==> config.mk <==
export PLATFORM = sky130hd
export DESIGN_NAME = hd44780_controller
export DESIGN_NICKNAME = d
export VERILOG_FILES = /design/src/lcd_pkg.sv /design/src/lcd_ifs.sv /design/src/hd44780_controller.sv /design/src/lcd_bus_driver.sv /design/src/lcd_byte_capture.sv /design/src/lcd_nybble_sequencer.sv
export SDC_FILE = /design/constraint.sdc
export NUM_CORES = 1
export LEC_CHECK = 0
export ABC_CLOCK_PERIOD_IN_PS = 5500
export BUFFER_PORTS_ARGS = -buffer_cell sky130_fd_sc_hd__buf_4
export CAP_MARGIN = 20
export CORE_MARGIN = 3
export CORE_UTILIZATION = 39
export DETAILED_ROUTE_END_ITERATION = 7
export PLACE_DENSITY = 0.58
export SYNTH_ARGS = -nofsm -noshare
export SYNTH_HDL_FRONTEND = slang
export SYNTH_SLANG_ARGS = --single-unit
==> constraint.sdc <==
create_clock -name CLK_I -period 5.5 [get_ports CLK_I]
set_input_delay 0.55 -clock CLK_I [delete_from_list [all_inputs] [get_ports CLK_I]]
set_output_delay 0.55 -clock CLK_I [all_outputs]
set_load 0.005 [all_outputs]
==> src/lcd_pkg.sv <==
// shared constants and state types for the HD44780 4-bit write path
// timing counts assume a 48 MHz clock

package lcd_pkg;

    // widths of the host byte and of the LCD data bus in 4-bit mode
    localparam int LCD_BYTE_W = 8;
    localparam int LCD_NYB_W  = 4;

    // **********************************************************************
    // nybble transfer timing, in clock cycles
    // **********************************************************************

    // rs and data valid before enable rises (tAS is 40 ns minimum)
    localparam int T_AS_TICKS   = 3;
    // enable high width (tPWEH is 450 ns minimum)
    localparam int T_PWEH_TICKS = 22;
    // rs and data hold after enable falls
    localparam int T_AH_TICKS   = 2;
    // idle fill so that the whole transfer covers the 1 us enable cycle time
    localparam int T_PAD_TICKS  = 21;

    // busy length of one nybble, every phase added up
    localparam int NYB_XFER_TICKS = T_AS_TICKS + T_PWEH_TICKS + T_AH_TICKS + T_PAD_TICKS;

    // the driver counter has to hold the longest phase
    localparam int MAX_PHASE_TICKS =
        (T_PWEH_TICKS > T_PAD_TICKS) ? T_PWEH_TICKS : T_PAD_TICKS;
    localparam int TICK_W = $clog2(MAX_PHASE_TICKS + 1);

    typedef logic [TICK_W-1:0] tick_t;

    // **********************************************************************
    // state encodings
    // **********************************************************************

    typedef enum logic [1:0] {
        CAP_IDLE,
        CAP_WAIT_REL,
        CAP_HANDOFF
    } capture_state_e;

    typedef enum logic [2:0] {
        SEQ_IDLE,
        SEQ_SEND_UPPER,
        SEQ_WAIT_UPPER,
        SEQ_SEND_LOWER,
        SEQ_WAIT_LOWER
    } seq_state_e;

    typedef enum logic [2:0] {
        PH_IDLE,
        PH_SETUP,
        PH_E_HIGH,
        PH_HOLD,
        PH_PAD
    } bus_phase_e;

endpackage

==> src/lcd_ifs.sv <==
// internal channels of the LCD write path
// byte channel from capture to sequencer, nybble channel from sequencer to bus driver

`timescale 1ns/1ns

// one captured byte waiting for the sequencer
// a byte moves on a cycle where valid and ready are both high
interface byte_chan_if;
    logic                        valid;
    logic                        rs;
    logic [lcd_pkg::LCD_BYTE_W-1:0] data;
    logic                        ready;

    modport source (output valid, output rs, output data, input ready);
    modport sink   (input valid, input rs, input data, output ready);
endinterface

// one nybble for the bus driver
// start is a single-cycle pulse and busy answers from the next cycle on
interface nybble_chan_if;
    logic                       start;
    logic                       rs;
    logic [lcd_pkg::LCD_NYB_W-1:0] nybble;
    logic                       busy;

    modport source (output start, output rs, output nybble, input busy);
    modport sink   (input start, input rs, input nybble, output busy);
endinterface

==> src/hd44780_controller.sv <==
// top level of the HD44780 4-bit write path
// byte capture, nybble sequencer and bus driver joined by two channels

`timescale 1ns/1ns

module hd44780_controller (
    input  logic                           CLK_I,
    input  logic                           RST_I,
    input  logic                           i_stb,
    input  logic                           i_rs,
    input  logic [lcd_pkg::LCD_BYTE_W-1:0] i_lcd_data,
    output logic                           o_busy,
    output logic                           o_rs,
    output logic [lcd_pkg::LCD_NYB_W-1:0]  o_lcd_data,
    output logic                           o_e
);

    // captured byte on its way to the sequencer
    byte_chan_if   byte_chan ();
    // single nybble on its way to the pins
    nybble_chan_if nyb_chan ();

    // **********************************************************************
    // input side
    // **********************************************************************
    lcd_byte_capture capture_i (
        .CLK_I   (CLK_I),
        .RST_I   (RST_I),
        .i_stb   (i_stb),
        .i_rs    (i_rs),
        .i_data  (i_lcd_data),
        .o_busy  (o_busy),
        .byte_tx (byte_chan)
    );

    // upper nybble goes out first, then the lower one
    lcd_nybble_sequencer sequencer_i (
        .CLK_I   (CLK_I),
        .RST_I   (RST_I),
        .byte_rx (byte_chan),
        .nyb_tx  (nyb_chan)
    );

    // **********************************************************************
    // output side
    // **********************************************************************
    lcd_bus_driver bus_driver_i (
        .CLK_I      (CLK_I),
        .RST_I      (RST_I),
        .nyb_rx     (nyb_chan),
        .o_rs       (o_rs),
        .o_lcd_data (o_lcd_data),
        .o_e        (o_e)
    );

endmodule

==> src/lcd_bus_driver.sv <==
// LCD pin side, one nybble per start pulse
// steps through setup, enable high, hold and pad with a down counter

`timescale 1ns/1ns

module lcd_bus_driver (
    input  logic                          CLK_I,
    input  logic                          RST_I,
    nybble_chan_if.sink                   nyb_rx,
    output logic                          o_rs,
    output logic [lcd_pkg::LCD_NYB_W-1:0] o_lcd_data,
    output logic                          o_e
);

    lcd_pkg::bus_phase_e phase;

    // cycles left in the current phase, minus one
    lcd_pkg::tick_t tick_cnt;

    logic phase_done;

    assign phase_done  = (tick_cnt == '0);

    // every phase except idle belongs to the transfer
    assign nyb_rx.busy = (phase != lcd_pkg::PH_IDLE);

    always_ff @(posedge CLK_I) begin
        if (RST_I) begin
            phase      <= lcd_pkg::PH_IDLE;
            tick_cnt   <= '0;
            o_rs       <= 1'b0;
            o_lcd_data <= '0;
            o_e        <= 1'b0;
        end else begin
            unique case (phase)
                lcd_pkg::PH_IDLE: begin
                    // pins take the new nybble on the cycle after start
                    if (nyb_rx.start) begin
                        o_rs       <= nyb_rx.rs;
                        o_lcd_data <= nyb_rx.nybble;
                        tick_cnt   <= lcd_pkg::tick_t'(lcd_pkg::T_AS_TICKS - 1);
                        phase      <= lcd_pkg::PH_SETUP;
                    end
                end
                lcd_pkg::PH_SETUP: begin
                    if (phase_done) begin
                        // enable goes up together with the phase change
                        o_e      <= 1'b1;
                        tick_cnt <= lcd_pkg::tick_t'(lcd_pkg::T_PWEH_TICKS - 1);
                        phase    <= lcd_pkg::PH_E_HIGH;
                    end else begin
                        tick_cnt <= tick_cnt - 1'b1;
                    end
                end
                lcd_pkg::PH_E_HIGH: begin
                    if (phase_done) begin
                        // the falling edge is where the LCD latches the nybble
                        o_e      <= 1'b0;
                        tick_cnt <= lcd_pkg::tick_t'(lcd_pkg::T_AH_TICKS - 1);
                        phase    <= lcd_pkg::PH_HOLD;
                    end else begin
                        tick_cnt <= tick_cnt - 1'b1;
                    end
                end
                lcd_pkg::PH_HOLD: begin
                    if (phase_done) begin
                        tick_cnt <= lcd_pkg::tick_t'(lcd_pkg::T_PAD_TICKS - 1);
                        phase    <= lcd_pkg::PH_PAD;
                    end else begin
                        tick_cnt <= tick_cnt - 1'b1;
                    end
                end
                lcd_pkg::PH_PAD: begin
                    // pins keep the last nybble, only the cycle time is filled
                    if (phase_done) begin
                        phase <= lcd_pkg::PH_IDLE;
                    end else begin
                        tick_cnt <= tick_cnt - 1'b1;
                    end
                end
                default: begin
                    o_e   <= 1'b0;
                    phase <= lcd_pkg::PH_IDLE;
                end
            endcase
        end
    end

endmodule

==> src/lcd_byte_capture.sv <==
// host side of the controller
// takes the strobe, shadows rs and the data byte, and drives the busy flag

`timescale 1ns/1ns

module lcd_byte_capture (
    input  logic                           CLK_I,
    input  logic                           RST_I,
    input  logic                           i_stb,
    input  logic                           i_rs,
    input  logic [lcd_pkg::LCD_BYTE_W-1:0] i_data,
    output logic                           o_busy,
    byte_chan_if.source                    byte_tx
);

    lcd_pkg::capture_state_e state;

    // shadow copies, so the host may change its lines once the byte is taken
    logic                           rs_q;
    logic [lcd_pkg::LCD_BYTE_W-1:0] data_q;

    // busy while a byte is in flight here or anywhere further down
    assign o_busy = (state != lcd_pkg::CAP_IDLE) || !byte_tx.ready;

    always_ff @(posedge CLK_I) begin
        if (RST_I) begin
            state <= lcd_pkg::CAP_IDLE;
        end else begin
            unique case (state)
                lcd_pkg::CAP_IDLE: begin
                    // a strobe only counts while nothing is pending
                    if (i_stb && !o_busy) begin
                        state <= lcd_pkg::CAP_WAIT_REL;
                    end
                end
                lcd_pkg::CAP_WAIT_REL: begin
                    // the byte is taken once the host lets go of the strobe
                    if (!i_stb) begin
                        state <= lcd_pkg::CAP_HANDOFF;
                    end
                end
                lcd_pkg::CAP_HANDOFF: begin
                    if (byte_tx.ready) begin
                        state <= lcd_pkg::CAP_IDLE;
                    end
                end
                default: state <= lcd_pkg::CAP_IDLE;
            endcase
        end
    end

    // rs is sampled on the accept edge and data on the release edge
    always_ff @(posedge CLK_I) begin
        if (state == lcd_pkg::CAP_IDLE && i_stb && !o_busy) begin
            rs_q <= i_rs;
        end
        if (state == lcd_pkg::CAP_WAIT_REL && !i_stb) begin
            data_q <= i_data;
        end
    end

    assign byte_tx.valid = (state == lcd_pkg::CAP_HANDOFF);
    assign byte_tx.rs    = rs_q;
    assign byte_tx.data  = data_q;

endmodule

==> src/lcd_nybble_sequencer.sv <==
// splits one byte into two nybble transfers, upper nybble first
// waits for the bus driver to finish each transfer before the next

`timescale 1ns/1ns

module lcd_nybble_sequencer (
    input  logic          CLK_I,
    input  logic          RST_I,
    byte_chan_if.sink     byte_rx,
    nybble_chan_if.source nyb_tx
);

    lcd_pkg::seq_state_e state;

    // byte and rs held for both halves
    logic                           rs_q;
    logic [lcd_pkg::LCD_BYTE_W-1:0] byte_q;

    // set once the driver has raised busy for the current nybble
    logic busy_seen;

    logic take_byte;

    // a new byte is welcome only with nothing in progress here or in the driver
    assign byte_rx.ready = (state == lcd_pkg::SEQ_IDLE) && !nyb_tx.busy;
    assign take_byte     = byte_rx.valid && byte_rx.ready;

    always_ff @(posedge CLK_I) begin
        if (RST_I) begin
            state     <= lcd_pkg::SEQ_IDLE;
            busy_seen <= 1'b0;
        end else begin
            unique case (state)
                lcd_pkg::SEQ_IDLE: begin
                    busy_seen <= 1'b0;
                    if (take_byte) begin
                        state <= lcd_pkg::SEQ_SEND_UPPER;
                    end
                end
                lcd_pkg::SEQ_SEND_UPPER: begin
                    state <= lcd_pkg::SEQ_WAIT_UPPER;
                end
                lcd_pkg::SEQ_WAIT_UPPER: begin
                    // the lower half may only go once busy has been up and is down again
                    if (nyb_tx.busy) begin
                        busy_seen <= 1'b1;
                    end else if (busy_seen) begin
                        busy_seen <= 1'b0;
                        state     <= lcd_pkg::SEQ_SEND_LOWER;
                    end
                end
                lcd_pkg::SEQ_SEND_LOWER: begin
                    state <= lcd_pkg::SEQ_WAIT_LOWER;
                end
                lcd_pkg::SEQ_WAIT_LOWER: begin
                    if (nyb_tx.busy) begin
                        busy_seen <= 1'b1;
                    end else if (busy_seen) begin
                        busy_seen <= 1'b0;
                        state     <= lcd_pkg::SEQ_IDLE;
                    end
                end
                default: state <= lcd_pkg::SEQ_IDLE;
            endcase
        end
    end

    always_ff @(posedge CLK_I) begin
        if (take_byte) begin
            rs_q   <= byte_rx.rs;
            byte_q <= byte_rx.data;
        end
    end

    // **********************************************************************
    // nybble channel, decoded straight from the state
    // **********************************************************************

    // start lasts exactly one cycle because each send state lasts one cycle
    assign nyb_tx.start = (state == lcd_pkg::SEQ_SEND_UPPER) ||
                          (state == lcd_pkg::SEQ_SEND_LOWER);
    assign nyb_tx.rs    = rs_q;
    assign nyb_tx.nybble = (state == lcd_pkg::SEQ_SEND_LOWER) ?
                           byte_q[lcd_pkg::LCD_NYB_W-1:0] :
                           byte_q[lcd_pkg::LCD_BYTE_W-1 -: lcd_pkg::LCD_NYB_W];

endmodule

==> reports/qor.csv, run 1 <==
metric;value;unit
post_cts_buffers;0;
layout_common_cells;20 x dfxtp_1, 18 x edfxtp_1, 18 x buf_4, 17 x nor2_1;
syn_nets;175;
crit_fanout;20;
async_reset_ff_frac;0;
synth_mux_area_frac;0.0415;
critPathKind;flop to output pin;
synth_compound_area_frac;0.161;
timing.final.ws_setup;3060;ps
route.detailed.drc;0;
synth_area_leader_cell;edfxtp_1;
vias;1237;
cts_sinks;38;
dp_hpwl;2200;um
critPathLaunchType;flop;
ctsResizeCount;0;
tns;0;ps
synth_xor_area_frac;0.0204;
core-area;4120;um^2
yosys-top-cells-area;edfxtp_1 31%, dfxtp_1 23%, nor2_1 3.7%;
die_w;72.4;um
synth.distinct_cells;47;
r2r_setup_slack;3490;ps
grt_max_degree;21;
drv_slew;0;
crit_path_end_kind;output pin;
reg2reg_to;sequencer_i.byte_q[0];
start_util;0.417;
power_switching;326;uW
synth_warnings;0;
power.density;489;nW/um^2
gr-total-overflow;0;
vias_per_cell;5.45;
synthFlopType;dfxtp_1;
max_slew_margin;0.557;
rsz0062_at_grt;false;
hp-start;capture_i.byte_tx.data[7];
grt_use_total;0.137;
cp_num_buf_inv;1;
grt_pass1_wl;5550;um
placed_cells;218;
placementRows;23;
cp_top_family;simple AND/OR/NAND/NOR gates;
cp_slowest_cell;dfxtp_1;
clk_latency;290;ps
r2r_start;bus_driver_i.phase[2];
critPathRequiredTime;4950;ps
reg2reg_depth;3;
dieArea;5240;um^2
fin_cells;227;
cts_hold_buf;0;
min_path_cells;0;
seqPwrFrac;0.398;
final_layout_size_suffix_gt1_frac;0.192;
period_needed;2440;ps
cts_max_path_buffers;2;
clockRootBuffer;clkbuf_8;
fin_skew;6.62;ps
peakVddDrop;0.000188;V
drt-initial-drc-count;63;
antenna_cells;0;
synth_top_family_by_area;simple AND/OR/NAND/NOR gates;
drv_cap;0;
finalCritPeriodShare;0.444;
path_cells;nor3_2 > nand3b_1 > or3_1 > buf_4;
clockPowerShare;0.286;
postSynthAreaPerCell;10.7;um^2
drt_first_pass_iters;4;
max_freq;0.410;GHz
layout_commonest_cell;dfxtp_1;
yosysSeqAreaShare;0.548;
place.gp.congestion;0.789;
tritoncts;built;
postRouteAntennaNets;0;
io_buffers;18;
power.total;978;uW
ios;19;
totalWireLength;3160;um
synth_enable_flop_cells;18;
hp-class;flop to flop;
p_leak;0.000749;uW
min_to;sequencer_i.byte_q[7];
p_int;651;uW
nNetsFinal;190;
cp.arrival;1890;ps
antenna_found_initial;0;
postSynthCellCount;161;
ys_ff_latch;38;
p_sw_frac;0.334;
syn-cell-area;1720;um^2
finalSetupViolCount;0;
synth_top_cell_area_share;0.315;
cts_buffers;5;
synth_fa_ha_area_frac;0.0204;
final_hold_viol_count;0;
status;complete, no violations;
combPwrFrac;0.316;
synth_simple_gate_area_frac;0.163;
dpl_worst_slack;3390;ps
clkSlewWorstSetupHoldPaths;80;ps
fillers;371;
grt_pass1_vias;1249;
worst_pin_slew;662;ps
htreeDepth;2;
die-height;72.4;um
area_growth_syn_to_layout;16.5;%
wire_per_inst;13.9;um
slowest_delay;520;ps
-- cell usage after synthesis, drive strengths merged, types with 2 or more instances --
| master | n |
|---|---|
| a21o | 2 |
| nor3 | 6 |
| or3 | 3 |
| edfxtp | 18 |
| a31oi | 4 |
| o21ai | 11 |
| a211oi | 4 |
| a32oi | 2 |
| xnor2 | 3 |
| o211a | 2 |
| nor3b | 2 |
| ha | 2 |
| nand2b | 2 |
| nand2 | 6 |
| nor2 | 19 |
| inv | 5 |
| a21oi | 8 |
| clkbuf | 4 |
| dfxtp | 20 |
| o211ai | 3 |
| mux2i | 6 |
| buf | 7 |
| nand3 | 3 |
-- cells by family (layout without fill, tap and decap cells) --
logic type      Yosys count  after routing
flops                    38             38
mux                       7              7
simple gates             51             51
compound gates           42             42
buf+inv                  16             32
xor+xnor                  4              4
fa+ha+maj                 3              3
-- per-layer routing --
metal,up-vias,part of all wire,track usage
li1,620,-,-
met1,578,0.44,0.155
met2,32,0.49,0.237
met3,7,0.046,0.0443
met4,0,0.020,0.0574
met5,-,0,0
-- cell type report --
class | instances | area, um^2 | area share
Clock inverter | 3 | 68.8 | 0.0344
Sequential cell | 38 | 941 | 0.470
Tap cell | 50 | 62.6 | 0.0313
Multi-Input combinational cell | 107 | 698 | 0.349
Timing Repair Buffer | 19 | 143 | 0.0713
Clock buffer | 5 | 68.8 | 0.0344
Inverter | 5 | 18.8 | 0.00938
-- state kept, by name, summed over array words and instances (netlist names) --
name and count:
capture_i.byte_tx.data 8, sequencer_i.busy_seen 1, bus_driver_i.o_e 1, bus_driver_i.phase 3, bus_driver_i.o_rs 1, sequencer_i.state 3
bus_driver_i.o_lcd_data 4, sequencer_i.byte_q 8, capture_i.state 2, bus_driver_i.tick_cnt 5, sequencer_i.nyb_tx.rs 1, capture_i.byte_tx.rs 1
-- through the flow --
step	utilization	hold slack, ps	area [um^2]
6_report	0.486	416	2000
5_1_grt	0.486	420	2000
4_1_cts	0.484	417	1990
3_5_place_dp	0.451	405	1860
3_3_place_gp	0.451	404	1860
2_1_floorplan	-	400	1720
-- worst max-delay path by stage --
stage | cells after the start | from | to | slack (ps)
floorplan | 7 | bus_driver_i.tick_cnt[0] | bus_driver_i.tick_cnt[2] | 3740
global placement | 4 | bus_driver_i.phase[2] | o_busy | 3440
detailed placement | 4 | bus_driver_i.phase[2] | o_busy | 3390
CTS | 4 | bus_driver_i.phase[2] | o_busy | 3050
global route | 4 | bus_driver_i.phase[2] | o_busy | 2870
finish | 4 | bus_driver_i.phase[2] | o_busy | 3060
-- power by group through the flow --
stage | clock (uW) | combinational (uW) | sequential, uW
finish | 280 | 309 | 389
global route | 299 | 353 | 398
detailed placement | 0 | 306 | 395
floorplan | 0 | 263 | 367
CTS | 289 | 309 | 388
global placement | 0 | 299 | 392
No activity file was read; power rests on OpenSTA's default activity.
==> run 2, diff against run 1 <==
--- a/config.mk
+++ b/config.mk
@@ -5,7 +5,8 @@
 export SDC_FILE = /design/constraint.sdc
 export NUM_CORES = 1
 export LEC_CHECK = 0
-export ABC_CLOCK_PERIOD_IN_PS = 5500
+export ABC_AREA = 1
+export ABC_CLOCK_PERIOD_IN_PS = 2300
 export BUFFER_PORTS_ARGS = -buffer_cell sky130_fd_sc_hd__buf_4
 export CAP_MARGIN = 20
 export CORE_MARGIN = 3
==> constraint.sdc (replaced) <==
create_clock -name CLK_I -period 2.3 [get_ports CLK_I]
set_input_delay 0.23 -clock CLK_I [delete_from_list [all_inputs] [get_ports CLK_I]]
set_output_delay 0.23 -clock CLK_I [all_outputs]
set_load 0.005 [all_outputs]
==> run 2 against run 1 <==
Effect of this change: non-clock buffer count shrank 1; clock-buffer cell count is the same; clock power grew 140%; combinational power grew to 3.0 times the previous value; cell area shrank 1.2%; via count grew 2.7%; register-to-register slack lost 2900 ps; hold slack lost 290 ps; cell count grew 17%; die area shrank 3.1%.
==> reports/qor.csv, run 2 <==
metric;value;unit;change
status;complete, no violations;;
die-height;71.2;um;-1.6%
postSynthAreaPerCell;8.60;um^2;-19%
htreeDepth;2;;unchanged
fillers;406;;+9.4%
antenna_found_initial;0;;unchanged
grt_pass1_vias;1216;;-2.6%
drv_slew;0;;unchanged
period_needed;1730;ps;
ys_top_cells_by_count;48 x nand2_1, 24 x inv_1, 20 x a21oi_1, 20 x dfxtp_1, 18 x edfxtp_1;;
cts_max_path_buffers;2;;unchanged
cts_sinks;38;;unchanged
yosys-top-cells-area;edfxtp_1 33%, dfxtp_1 24%, nand2_1 11%;;
worst_pin_slew;672;ps;+9.69 ps
path_cells;nor2_1 > nand2_1 > nor2_1 > inv_1 > nor2_1;;
cp_slowest_cell;nor2_1;;
gr-total-overflow;0;;unchanged
holdWs;121;ps;-295 ps
synthFlopType;dfxtp_1;;
antenna_cells;0;;unchanged
vias_per_cell;4.78;;-12%
fin_cells;266;;+17%
cts_hold_buf;0;;unchanged
clkSlewWorstSetupHoldPaths;80;ps;about the same
yosysSeqAreaShare;0.567;;+0.0190
final_hold_viol_count;0;;unchanged
cts_buffers;5;;unchanged
layout_commonest_cell;nand2_1;;
critPathMostFrequentCell;nor2_1;;
grt_use_total;0.128;;-0.00909
dp_hpwl;2210;um;+0.59%
syn-cell-area;1660;um^2;-3.4%
finalCritPeriodShare;0.752;;
route.detailed.drc;0;;unchanged
dpl_worst_slack;559;ps;-2830 ps
ctsResizeCount;0;;unchanged
cp.arrival;1650;ps;-240 ps
max_freq;0.578;GHz;
synth_top_cell_area_share;0.326;;+0.0109
multiInputGateArea;607;um^2;-13%
clk_latency;280;ps;about the same
drv_cap;0;;unchanged
slowest_delay;490;ps;-30 ps
grt_max_degree;19;;-9.5%
fin_skew;3.51;ps;-3.12 ps
hp-class;input port to flop;;
crit_fanout;9;;-55%
crit_path_end_kind;flop;;
ios;19;;unchanged
critPathRequiredTime;2220;ps;-2730 ps
final_layout_size_suffix_gt1_frac;0.153;;-0.0393
critPathKind;flop to flop;;
cp_top_family;simple AND/OR/NAND/NOR gates;;
syn_nets;207;;+18%
grt_pass1_wl;5180;um;-6.8%
cp_num_buf_inv;1;;unchanged
io_buffers;18;;unchanged
dieArea;5080;um^2;-3.1%
synth_warnings;0;;unchanged
area_growth_syn_to_layout;19.1;%;
place.gp.congestion;0.877;;+11%
drt_first_pass_iters;4;;unchanged
synth_area_leader_cell;edfxtp_1;;
rsz0062_at_grt;false;;
post_cts_buffers;0;;unchanged
critPathLaunchType;flop;;
postRouteAntennaNets;0;;unchanged
start_util;0.409;;-0.00826
drt-initial-drc-count;55;;-13%
totalWireLength;2900;um;-8.4%
peakVddDrop;0.000578;V;+210%
vias;1271;;+2.7%
core-area;4060;um^2;-1.4%
yosysMostFrequentCell;nand2_1;;
placementRows;23;;unchanged
max_slew_margin;0.551;;-0.00648
synth_enable_flop_cells;18;;unchanged
seqCellArea;941;um^2;unchanged
nNetsFinal;229;;+21%
clockRootBuffer;clkbuf_8;;
power.density;1270;nW/um^2;+160%
tns;0;ps;unchanged
tritoncts;built;;
synth.distinct_cells;25;;-47%
die_w;71.2;um;-1.6%
ys_ff_latch;38;;unchanged
finalSetupViolCount;0;;unchanged
timing.final.ws_setup;570;ps;-2490 ps
postSynthCellCount;193;;+20%
placed_cells;258;;+18%
p_leak;0.000814;uW;+8.6%
async_reset_ff_frac;0;;unchanged
layout_common_cells;48 x nand2_1, 24 x inv_1, 20 x a21oi_1, 20 x dfxtp_1;;
wire_per_inst;10.9;um;-22%
run 2: metal layers:
metal / vias to the layer above / wire [um] / track usage
met4: 0 / 61 / 0.0564
met2: 21 / 1460 / 0.217
met1: 567 / 1270 / 0.154
met5: - / 0 / 0
li1: 676 / - / -
met3: 7 / 105 / 0.0309
run 2: final timing paths:
kind	slack (ps)	end	depth (start not counted)	from
setup / recovery	570	sequencer_i.byte_q[4]	5	sequencer_i.state[0]
hold / removal	120	capture_i.byte_tx.data[5]	1	i_lcd_data[5]
setup reg to reg	570	sequencer_i.byte_q[4]	5	sequencer_i.state[0]
hold reg to reg	420	sequencer_i.byte_q[4]	0	capture_i.byte_tx.data[4]
run 2: logic make-up after synthesis:
group / after synthesis / share of synthesized area
fa+ha+maj: 2 / 0.0151
xor+xnor: 2 / 0.0106
simple gates: 87 / 0.223
flops: 38 / 0.567
buf+inv: 28 / 0.0678
compound gates: 36 / 0.117
run 2: where the power goes:
part / switching, uW / internal, uW
registers: 90.6 / 841
logic: 580 / 340
clock network: 230 / 434
total: 900 / 1620
run 2: worst register-to-register path: stages, from the launching register on:
cell and delay [ps]:
dfxtp_1 390, nor2_1 170, nand2_1 110, nor2_1 150
inv_1 70, nor2_1 490
run 2: area by class of cell:
| class | count | share of cell area |
|---|---|---|
| clock buffer | 5 | 0.0348 |
| clock inverter | 3 | 0.0348 |
| inverter | 25 | 0.0475 |
| multi-input combinational | 127 | 0.307 |
| sequential | 38 | 0.476 |
| tap | 50 | 0.0316 |
| timing repair buffer | 18 | 0.0684 |
run 2: per-stage QoR:
step / total power (uW) / cell area [um^2] / utilization
after floorplan: 1630 / 1660 / -
after global placement: 1850 / 1840 / 0.453
after detailed placement: 1870 / 1840 / 0.453
after CTS: 2530 / 1980 / 0.487
after global routing: 2720 / 1980 / 0.487
final: 2520 / 1980 / 0.487
